<file path="src/source/cu_pkg.sv">
/*
 * Compute unit edge-data package
 * Data and cache line sizes, address masks, and the structs for
 * commands, responses, edge jobs, the work descriptor and buffer status
 */
`default_nettype none

package cu_pkg;

	// Vertex data word and cache line sizes in bytes
	parameter int DATA_SIZE_READ  = 4;
	parameter int CACHELINE_BYTES = 64;

	// Line boundary and byte-in-line masks
	parameter logic [63:0] ADDRESS_ALIGN_MASK = 64'hFFFF_FFFF_FFFF_FFC0;
	parameter logic [63:0] OFFSET_MASK        = 64'h0000_0000_0000_003F;

	// Read kind, chosen by configuration bit 13
	typedef enum logic {
		READ_CL_NA = 1'b0,
		READ_CL_S  = 1'b1
	} command_kind_t;

	// Arbitration and translation mode
	typedef enum logic [2:0] {
		ABT_STRICT = 3'b000,
		ABT_ABORT  = 3'b001,
		ABT_PAGE   = 3'b010,
		ABT_PREF   = 3'b011,
		ABT_SPEC   = 3'b111
	} abt_t;

	typedef struct packed {
		logic        valid;
		logic [63:0] base_address;
	} wed_t;

	typedef struct packed {
		logic        valid;
		logic [31:0] src;
		logic [31:0] dest;
	} edge_job_t;

	typedef struct packed {
		logic          valid;
		logic [63:0]   address;
		logic [7:0]    size;
		command_kind_t kind;
		abt_t          abt;
		logic [3:0]    offset;
		logic [7:0]    cu_id;
		logic [31:0]   tag;
	} command_t;

	// Offset and tag come back as sent
	typedef struct packed {
		logic         valid;
		logic [3:0]   offset;
		logic [31:0]  tag;
		logic [511:0] line;
	} response_t;

	typedef struct packed {
		logic        valid;
		logic [31:0] dest;
		logic [31:0] data;
	} edge_data_t;

	typedef struct packed {
		logic full;
		logic alfull;
		logic empty;
		logic valid;
	} buffer_status_t;

	// Configuration bits 10 to 12 to abt, unknown codes fall back to strict
	function automatic abt_t map_abt(input logic [2:0] bits);
		abt_t mode;
		case (bits)
			3'b001:  mode = ABT_ABORT;
			3'b010:  mode = ABT_PAGE;
			3'b011:  mode = ABT_PREF;
			3'b111:  mode = ABT_SPEC;
			default: mode = ABT_STRICT;
		endcase
		return mode;
	endfunction

endpackage

`default_nettype wire

</file>
<file path="src/source/cu_fifo.sv">
/*
 * Synchronous FIFO for any packed payload
 * Registered output that is cleared when idle, so the payload
 * valid bit strobes once per pop
 */
`timescale 1ns/10ps
`default_nettype none

module cu_fifo import cu_pkg::*; #(
	parameter type payload_t    = logic,
	parameter int  BUFFER_DEPTH = 16
) (
	input  logic           clock,
	input  logic           rstn,
	input  logic           push,
	input  payload_t       data_in,
	input  logic           pop,
	output payload_t       data_out,
	output buffer_status_t status
);

	localparam int PTR_W = $clog2(BUFFER_DEPTH);

	payload_t         mem [BUFFER_DEPTH];
	logic [PTR_W-1:0] wr_ptr;
	logic [PTR_W-1:0] rd_ptr;
	logic [PTR_W:0]   count;
	logic             full;
	logic             empty;
	logic             do_push;
	logic             do_pop;
	logic             valid_q;

	assign full    = (count == (PTR_W+1)'(BUFFER_DEPTH));
	assign empty   = (count == '0);
	// Push on full and pop on empty are dropped
	assign do_push = push && !full;
	assign do_pop  = pop && !empty;

	// Almost full two entries below depth
	assign status = '{
		full:   full,
		alfull: (count >= (PTR_W+1)'(BUFFER_DEPTH - 2)),
		empty:  empty,
		valid:  valid_q
	};

	always_ff @(posedge clock) begin
		if (do_push) begin
			mem[wr_ptr] <= data_in;
		end
	end

	// Pointers wrap naturally at power-of-two depth
	always_ff @(posedge clock or negedge rstn) begin
		if (!rstn) begin
			wr_ptr   <= '0;
			rd_ptr   <= '0;
			count    <= '0;
			valid_q  <= 1'b0;
			data_out <= '0;
		end else begin
			valid_q <= do_pop;
			if (do_push) begin
				wr_ptr <= wr_ptr + 1'b1;
			end
			if (do_pop) begin
				rd_ptr   <= rd_ptr + 1'b1;
				data_out <= mem[rd_ptr];
			end else begin
				data_out <= '0;
			end
			count <= count + (PTR_W+1)'(do_push) - (PTR_W+1)'(do_pop);
		end
	end

endmodule

`default_nettype wire

</file>
<file path="src/source/cu_edge_job_input.sv">
/*
 * Edge job intake
 * Latches jobs from upstream, queues them and keeps the
 * upstream request level up while there is room
 */
`timescale 1ns/10ps
`default_nettype none

module cu_edge_job_input import cu_pkg::*; #(
	parameter int BUFFER_DEPTH = 16
) (
	input  logic           clock,
	input  logic           rstn,
	input  logic           enabled,
	input  edge_job_t      edge_job,
	input  logic           job_pop,
	output logic           edge_request,
	output edge_job_t      job_out,
	output buffer_status_t job_status
);

	edge_job_t job_latched;

	// Input latch, nothing taken while disabled
	always_ff @(posedge clock or negedge rstn) begin
		if (!rstn) begin
			job_latched <= '0;
		end else if (enabled) begin
			job_latched <= edge_job;
		end else begin
			job_latched.valid <= 1'b0;
		end
	end

	// Two-entry margin covers jobs already in flight
	always_ff @(posedge clock or negedge rstn) begin
		if (!rstn) begin
			edge_request <= 1'b0;
		end else begin
			edge_request <= !job_status.alfull;
		end
	end

	cu_fifo #(
		.payload_t   (edge_job_t),
		.BUFFER_DEPTH(BUFFER_DEPTH)
	) job_fifo (
		.clock   (clock),
		.rstn    (rstn),
		.push    (job_latched.valid),
		.data_in (job_latched),
		.pop     (job_pop),
		.data_out(job_out),
		.status  (job_status)
	);

endmodule

`default_nettype wire

</file>
<file path="src/source/cu_edge_data_control.sv">
/*
 * Edge data command control
 * Owns enable, configuration and descriptor latches, turns each
 * edge job into a cache line read for its destination vertex and
 * queues the commands toward memory
 */
`timescale 1ns/10ps
`default_nettype none

module cu_edge_data_control import cu_pkg::*; #(
	parameter int CU_ID        = 1,
	parameter int BUFFER_DEPTH = 16
) (
	input  logic           clock,
	input  logic           rstn,
	input  logic           enabled_in,
	input  logic [63:0]    cu_configure,
	input  wed_t           wed_request,
	input  edge_job_t      job_out,
	input  buffer_status_t job_status,
	input  buffer_status_t read_buffer_status,
	output logic           job_pop,
	output logic           enabled,
	output command_t       read_command
);

	logic [63:0]    cu_configure_latched;
	wed_t           wed_latched;
	command_t       command_latched;
	buffer_status_t cmd_status;
	logic           cmd_pop;
	logic [63:0]    dest_bytes;
	logic [63:0]    offset_bytes;

	////////////////////////////////////////////////////////////
	// Enable, configuration and descriptor
	////////////////////////////////////////////////////////////

	always_ff @(posedge clock or negedge rstn) begin
		if (!rstn) begin
			enabled <= 1'b0;
		end else begin
			enabled <= enabled_in;
		end
	end

	// All-zero configuration word keeps the previous one
	always_ff @(posedge clock or negedge rstn) begin
		if (!rstn) begin
			cu_configure_latched <= '0;
			wed_latched          <= '0;
		end else if (enabled) begin
			wed_latched <= wed_request;
			if (|cu_configure) begin
				cu_configure_latched <= cu_configure;
			end
		end
	end

	////////////////////////////////////////////////////////////
	// Command build
	////////////////////////////////////////////////////////////

	// Byte distance of the dest word from the base
	assign dest_bytes   = 64'(job_out.dest) << $clog2(DATA_SIZE_READ);
	assign offset_bytes = dest_bytes & OFFSET_MASK;

	always_ff @(posedge clock or negedge rstn) begin
		if (!rstn) begin
			command_latched <= '0;
		end else if (enabled && job_out.valid && wed_latched.valid) begin
			command_latched.valid   <= 1'b1;
			// Whole line fetched, word picked out on return
			command_latched.address <= (wed_latched.base_address + dest_bytes)
				& ADDRESS_ALIGN_MASK;
			command_latched.size    <= 8'(CACHELINE_BYTES);
			command_latched.offset  <= 4'(offset_bytes >> $clog2(DATA_SIZE_READ));
			command_latched.abt     <= map_abt(cu_configure_latched[12:10]);
			command_latched.cu_id   <= 8'(CU_ID);
			command_latched.tag     <= job_out.dest;
			if (cu_configure_latched[13]) begin
				command_latched.kind <= READ_CL_S;
			end else begin
				command_latched.kind <= READ_CL_NA;
			end
		end else begin
			command_latched.valid <= 1'b0;
		end
	end

	////////////////////////////////////////////////////////////
	// Flow control and command queue
	////////////////////////////////////////////////////////////

	// Hold jobs once the command queue nears full
	assign job_pop = !job_status.empty && !cmd_status.alfull;
	// External queue almost full stops issue
	assign cmd_pop = !cmd_status.empty && !read_buffer_status.alfull;

	cu_fifo #(
		.payload_t   (command_t),
		.BUFFER_DEPTH(BUFFER_DEPTH)
	) cmd_fifo (
		.clock   (clock),
		.rstn    (rstn),
		.push    (command_latched.valid),
		.data_in (command_latched),
		.pop     (cmd_pop),
		.data_out(read_command),
		.status  (cmd_status)
	);

endmodule

`default_nettype wire

</file>
<file path="src/source/cu_edge_data_output.sv">
/*
 * Edge data output
 * Picks the vertex word out of each returned cache line and
 * buffers it with its dest until downstream asks for it
 */
`timescale 1ns/10ps
`default_nettype none

module cu_edge_data_output import cu_pkg::*; #(
	parameter int BUFFER_DEPTH = 16
) (
	input  logic           clock,
	input  logic           rstn,
	input  logic           enabled,
	input  response_t      read_response,
	input  logic           edge_data_request,
	output edge_data_t     edge_data,
	output buffer_status_t data_buffer_status
);

	response_t  response_latched;
	edge_data_t edge_data_word;
	logic       request_latched;

	always_ff @(posedge clock or negedge rstn) begin
		if (!rstn) begin
			response_latched <= '0;
		end else if (enabled) begin
			response_latched <= read_response;
		end else begin
			response_latched.valid <= 1'b0;
		end
	end

	// Word 0 sits in the low bits of the line
	assign edge_data_word = '{
		valid: response_latched.valid,
		dest:  response_latched.tag,
		data:  response_latched.line[32*response_latched.offset +: 32]
	};

	// Downstream request, registered and masked by empty
	always_ff @(posedge clock or negedge rstn) begin
		if (!rstn) begin
			request_latched <= 1'b0;
		end else begin
			request_latched <= edge_data_request && !data_buffer_status.empty;
		end
	end

	cu_fifo #(
		.payload_t   (edge_data_t),
		.BUFFER_DEPTH(BUFFER_DEPTH)
	) data_fifo (
		.clock   (clock),
		.rstn    (rstn),
		.push    (edge_data_word.valid),
		.data_in (edge_data_word),
		.pop     (request_latched),
		.data_out(edge_data),
		.status  (data_buffer_status)
	);

endmodule

`default_nettype wire

</file>
<file path="src/source/cu_edge_data_top.sv">
/*
 * Compute unit edge data path
 * Job intake, read command control and data output joined
 */
`timescale 1ns/10ps
`default_nettype none

module cu_edge_data_top import cu_pkg::*; #(
	parameter int CU_ID        = 1,
	parameter int BUFFER_DEPTH = 16
) (
	input  logic           clock,
	input  logic           rstn,
	input  logic           enabled_in,
	input  logic [63:0]    cu_configure,
	input  wed_t           wed_request,
	input  edge_job_t      edge_job,
	output logic           edge_request,
	output command_t       read_command,
	input  buffer_status_t read_buffer_status,
	input  response_t      read_response,
	input  logic           edge_data_request,
	output edge_data_t     edge_data,
	output buffer_status_t data_buffer_status
);

	logic           enabled;
	logic           job_pop;
	edge_job_t      job_out;
	buffer_status_t job_status;

	cu_edge_job_input #(
		.BUFFER_DEPTH(BUFFER_DEPTH)
	) job_input (
		.clock       (clock),
		.rstn        (rstn),
		.enabled     (enabled),
		.edge_job    (edge_job),
		.job_pop     (job_pop),
		.edge_request(edge_request),
		.job_out     (job_out),
		.job_status  (job_status)
	);

	cu_edge_data_control #(
		.CU_ID       (CU_ID),
		.BUFFER_DEPTH(BUFFER_DEPTH)
	) data_control (
		.clock             (clock),
		.rstn              (rstn),
		.enabled_in        (enabled_in),
		.cu_configure      (cu_configure),
		.wed_request       (wed_request),
		.job_out           (job_out),
		.job_status        (job_status),
		.read_buffer_status(read_buffer_status),
		.job_pop           (job_pop),
		.enabled           (enabled),
		.read_command      (read_command)
	);

	cu_edge_data_output #(
		.BUFFER_DEPTH(BUFFER_DEPTH)
	) data_output (
		.clock             (clock),
		.rstn              (rstn),
		.enabled           (enabled),
		.read_response     (read_response),
		.edge_data_request (edge_data_request),
		.edge_data         (edge_data),
		.data_buffer_status(data_buffer_status)
	);

endmodule

`default_nettype wire

</file>
<file path="config.mk">
export PLATFORM = sky130hd
export DESIGN_NAME = cu_edge_data_top
export DESIGN_NICKNAME = d
export VERILOG_FILES = /design/src/source/cu_pkg.sv /design/src/source/cu_fifo.sv /design/src/source/cu_edge_job_input.sv /design/src/source/cu_edge_data_control.sv /design/src/source/cu_edge_data_output.sv /design/src/source/cu_edge_data_top.sv
export SDC_FILE = /design/constraint.sdc
export NUM_CORES = 2
export LEC_CHECK = 0
export BUFFER_PORTS_ARGS = -buffer_cell sky130_fd_sc_hd__buf_4
export CAP_MARGIN = 20
export CORE_UTILIZATION = 65
export DETAILED_ROUTE_END_ITERATION = 8
export PLACE_DENSITY = 0.84
export SYNTH_ARGS = -nofsm -noshare
export SYNTH_HDL_FRONTEND = slang
export SYNTH_SLANG_ARGS = --single-unit
</file>
<file path="constraint.sdc">
create_clock -name clock -period 14.8 [get_ports clock]
set_clock_uncertainty 0.15 [all_clocks]
set_input_delay 2.96 -clock clock [delete_from_list [all_inputs] [get_ports clock]]
set_output_delay 2.96 -clock clock [all_outputs]
set_load 0.02 [all_outputs]
</file>
==> results_dict.tcl <==
set metrics [dict create \
    status "finished, final reports clean" \
    hpwl_um 246600 \
    io_pins 942 \
    track_usage 0.3637 \
    die_w_um 496.3 \
    arrival_ps 2680 \
    powerDensity_mw_per_mm2 184.1 \
    stdcell_count 11931 \
    r2r-start "data_control.cmd_fifo.rd_ptr[0]" \
    postCtsSetupRepairBufs 0 \
    final_util 0.7512 \
    gr-total-overflow 0 \
    vias_per_cell 7.008 \
    clk_pin_slew_ps 60 \
    crit_path_start_kind "flip-flop" \
    drive_gt1_frac 0.3991 \
    synthFlopType "edfxtp_1" \
    fin_hold_ws_ps 353.6 \
    fin_crit_sh 0.3910 \
    place_inst 11141 \
    clock_path_buffers 4 \
    max-slew-margin-rel 0.2096 \
    design.core.area_mm2 0.2430 \
    critPathLaunch "data_output.data_fifo.count[2]" \
    fin_area_mm2 0.1825 \
    start_util 0.6537 \
    slew_viol_final 0 \
    dr.pass1.iters 7 \
    pre_cts_slack_ps 8589 \
    clockRootBuffer "clkbuf_16" \
    yosys_warnings 0 \
    clkLatencyLatePin_ps 1040 \
    finalSetupTns_ps 0 \
    syn-instance-count 7332 \
    worstPathRequired_ps 11690 \
    cts.repair.resized 0 \
    layout_setup_ws_ps 9014 \
    area_delta_synth_final_pct 14.93 \
    vias 83614 \
    hold_viol 0 \
    placed_cell_area_mm2 0.1690 \
    tightestPinTransition_ps 1186 \
    yosys-top-cells-area "edfxtp_1 59%, mux4_2 16%, dfrtp_1 15%, mux2_2 4.6%, and2_1 0.82%" \
    synth_common_cells "3,104 x edfxtp_1, 1,130 x mux4_2, 982 x dfrtp_1" \
    avgSynthCellArea_um2 21.66 \
    drt-total-wl_um 442900 \
    portBuffers 884 \
    ys_types 72 \
    async_reset_ff_frac 0.2403 \
    totalPowerFinal_mw 33.60 \
    grt_max_degree 181 \
    cts.sinks 4086 \
    synth-seq-cells 4086 \
    cts_buffers 406 \
    yosysMostFrequentCell "edfxtp_1" \
    ant_nets 0 \
    antenna_found_initial 93 \
    netlist_area_mm2 0.1588 \
    fp-row-count 181 \
    cts_hold_buf 0 \
    hp-start "data_output.response_latched[331]" \
    cts_tree "built" \
    cap_violations 0 \
    crit_type "reg2out" \
    drc_errors 0 \
    netlist.area_leader.share 0.5868 \
    cp_max_fo 4 \
    gp_congestion 0.9078 \
    r2r_slack_ps 9340 \
    num-fill-cells 12299 \
    end_kind "output port" \
    rsz0062_at_grt "false" \
    fmax_mhz 172.8 \
    die-area_mm2 0.2463 \
    die_h_um 496.3 \
    synth_seq_area_share 0.7415 \
    ir_worst_vdd_mv 0.1669 \
    min_path_type "reg2reg" \
    grt_pass1_wl_um 622800 \
    setup_violations 0 \
    p_leak_nw 64.21 \
    first_global_vias 86891 \
    synth_edf_count 3104 \
    drt_first_iter_violations 11732 \
    htree_levels 5 \
    nets 9178 \
    layout_min_cycle_time_ps 5786 \
    yosys.area.top_type "edfxtp_1" \
    wl_per_cell_um 37.12 \
]
worst max-delay path: stages (launching register included):
cell     delay, ps
dfrtp_1        420
inv_1          120
ha_1           180
nor4b_1        700
buf_4          270
final cells by class:
type,instances,area [µm²],share of cell area
flip-flops and latches,4086,117800,0.6455
clock inverters,187,1962,0.01075
diodes,47,117.6,0.0006443
repair buffers,1014,7802,0.04274
clock buffers,552,11400,0.06247
well taps,3202,4006,0.02195
multi-input cells,2786,39200,0.2148
inverters,57,216.5,0.001186
power by group:
part           leakage [nW]  switching [mW]  total, mW  internal (mW)
sequential             39.9            1.45       15.3           13.9
combinational          17.7            3.92       7.82           3.90
clock                  6.55            4.40       10.5           6.05
flip-flops by register name, indices dropped and copies added (netlist names), 63 cells and up:
name / flops
data_control.cmd_fifo.data_out: 96
data_control.cmd_fifo.mem: 1536
data_control.command_latched: 96
data_control.wed_latched: 63
data_output.data_fifo.data_out: 65
data_output.data_fifo.mem: 1040
data_output.response_latched: 516
job_input.job_fifo.mem: 528
logic make-up after synthesis:
logic type                 share of synthesized area
adders and majority gates                   0.006128
buffers and inverters                        0.01301
xor gates and xnor gates                    0.003474
DFF                                           0.7415
AOI/OAI and AO/OA                           0.008571
and+or+nand+nor                              0.02119
muxes                                         0.2061
other                                     0.00002361
worst paths after layout:
| path | end | cells after the start |
|---|---|---|
| max in group asynchronous | data_control.cmd_fifo.data_out[116] | 4 |
| worst max register to register | data_control.cmd_fifo.data_out[70] | 6 |
| worst min register to register | data_output.response_latched[331] | 1 |
| worst max-delay path | data_buffer_status[1] | 4 |
| worst min-delay path | data_output.response_latched[331] | 1 |
| min in group asynchronous | data_output.data_fifo.data_out[46] | 1 |
layout by cell type, fill, tap and decap left out, types with 16 or more instances in the layout:
master      instances
xnor2_1            47
o21ai_0            67
clkinv_1           43
a31oi_1            26
ha_1               73
mux4_2           1130
nor4_1             16
and2_1            184
nand2_1           207
clkbuf_1           91
clkinv_2           72
diode_2            47
mux2_2            646
nor2_1             41
dfrtp_1           967
inv_1              55
clkinvlp_4         17
clkbuf_8           42
bufinv_16          38
xor2_1             16
a21oi_1            47
buf_4             999
conb_1             20
nor2b_1            38
edfxtp_1         3104
clkbuf_16         419
nand4_1            28
and2_4             24
nand3_1            29
routing by layer:
| metal | global-route usage | vias up | share of wire |
|---|---|---|---|
| met3 | 0.09747 | 1510 | 0.12 |
| li1 | - | 31871 | - |
| met2 | 0.5682 | 6548 | 0.48 |
| met5 | 0 | - | 0.0010 |
| met1 | 0.4809 | 43615 | 0.34 |
| met4 | 0.1809 | 70 | 0.058 |
Power figures use the tool's default switching activity.
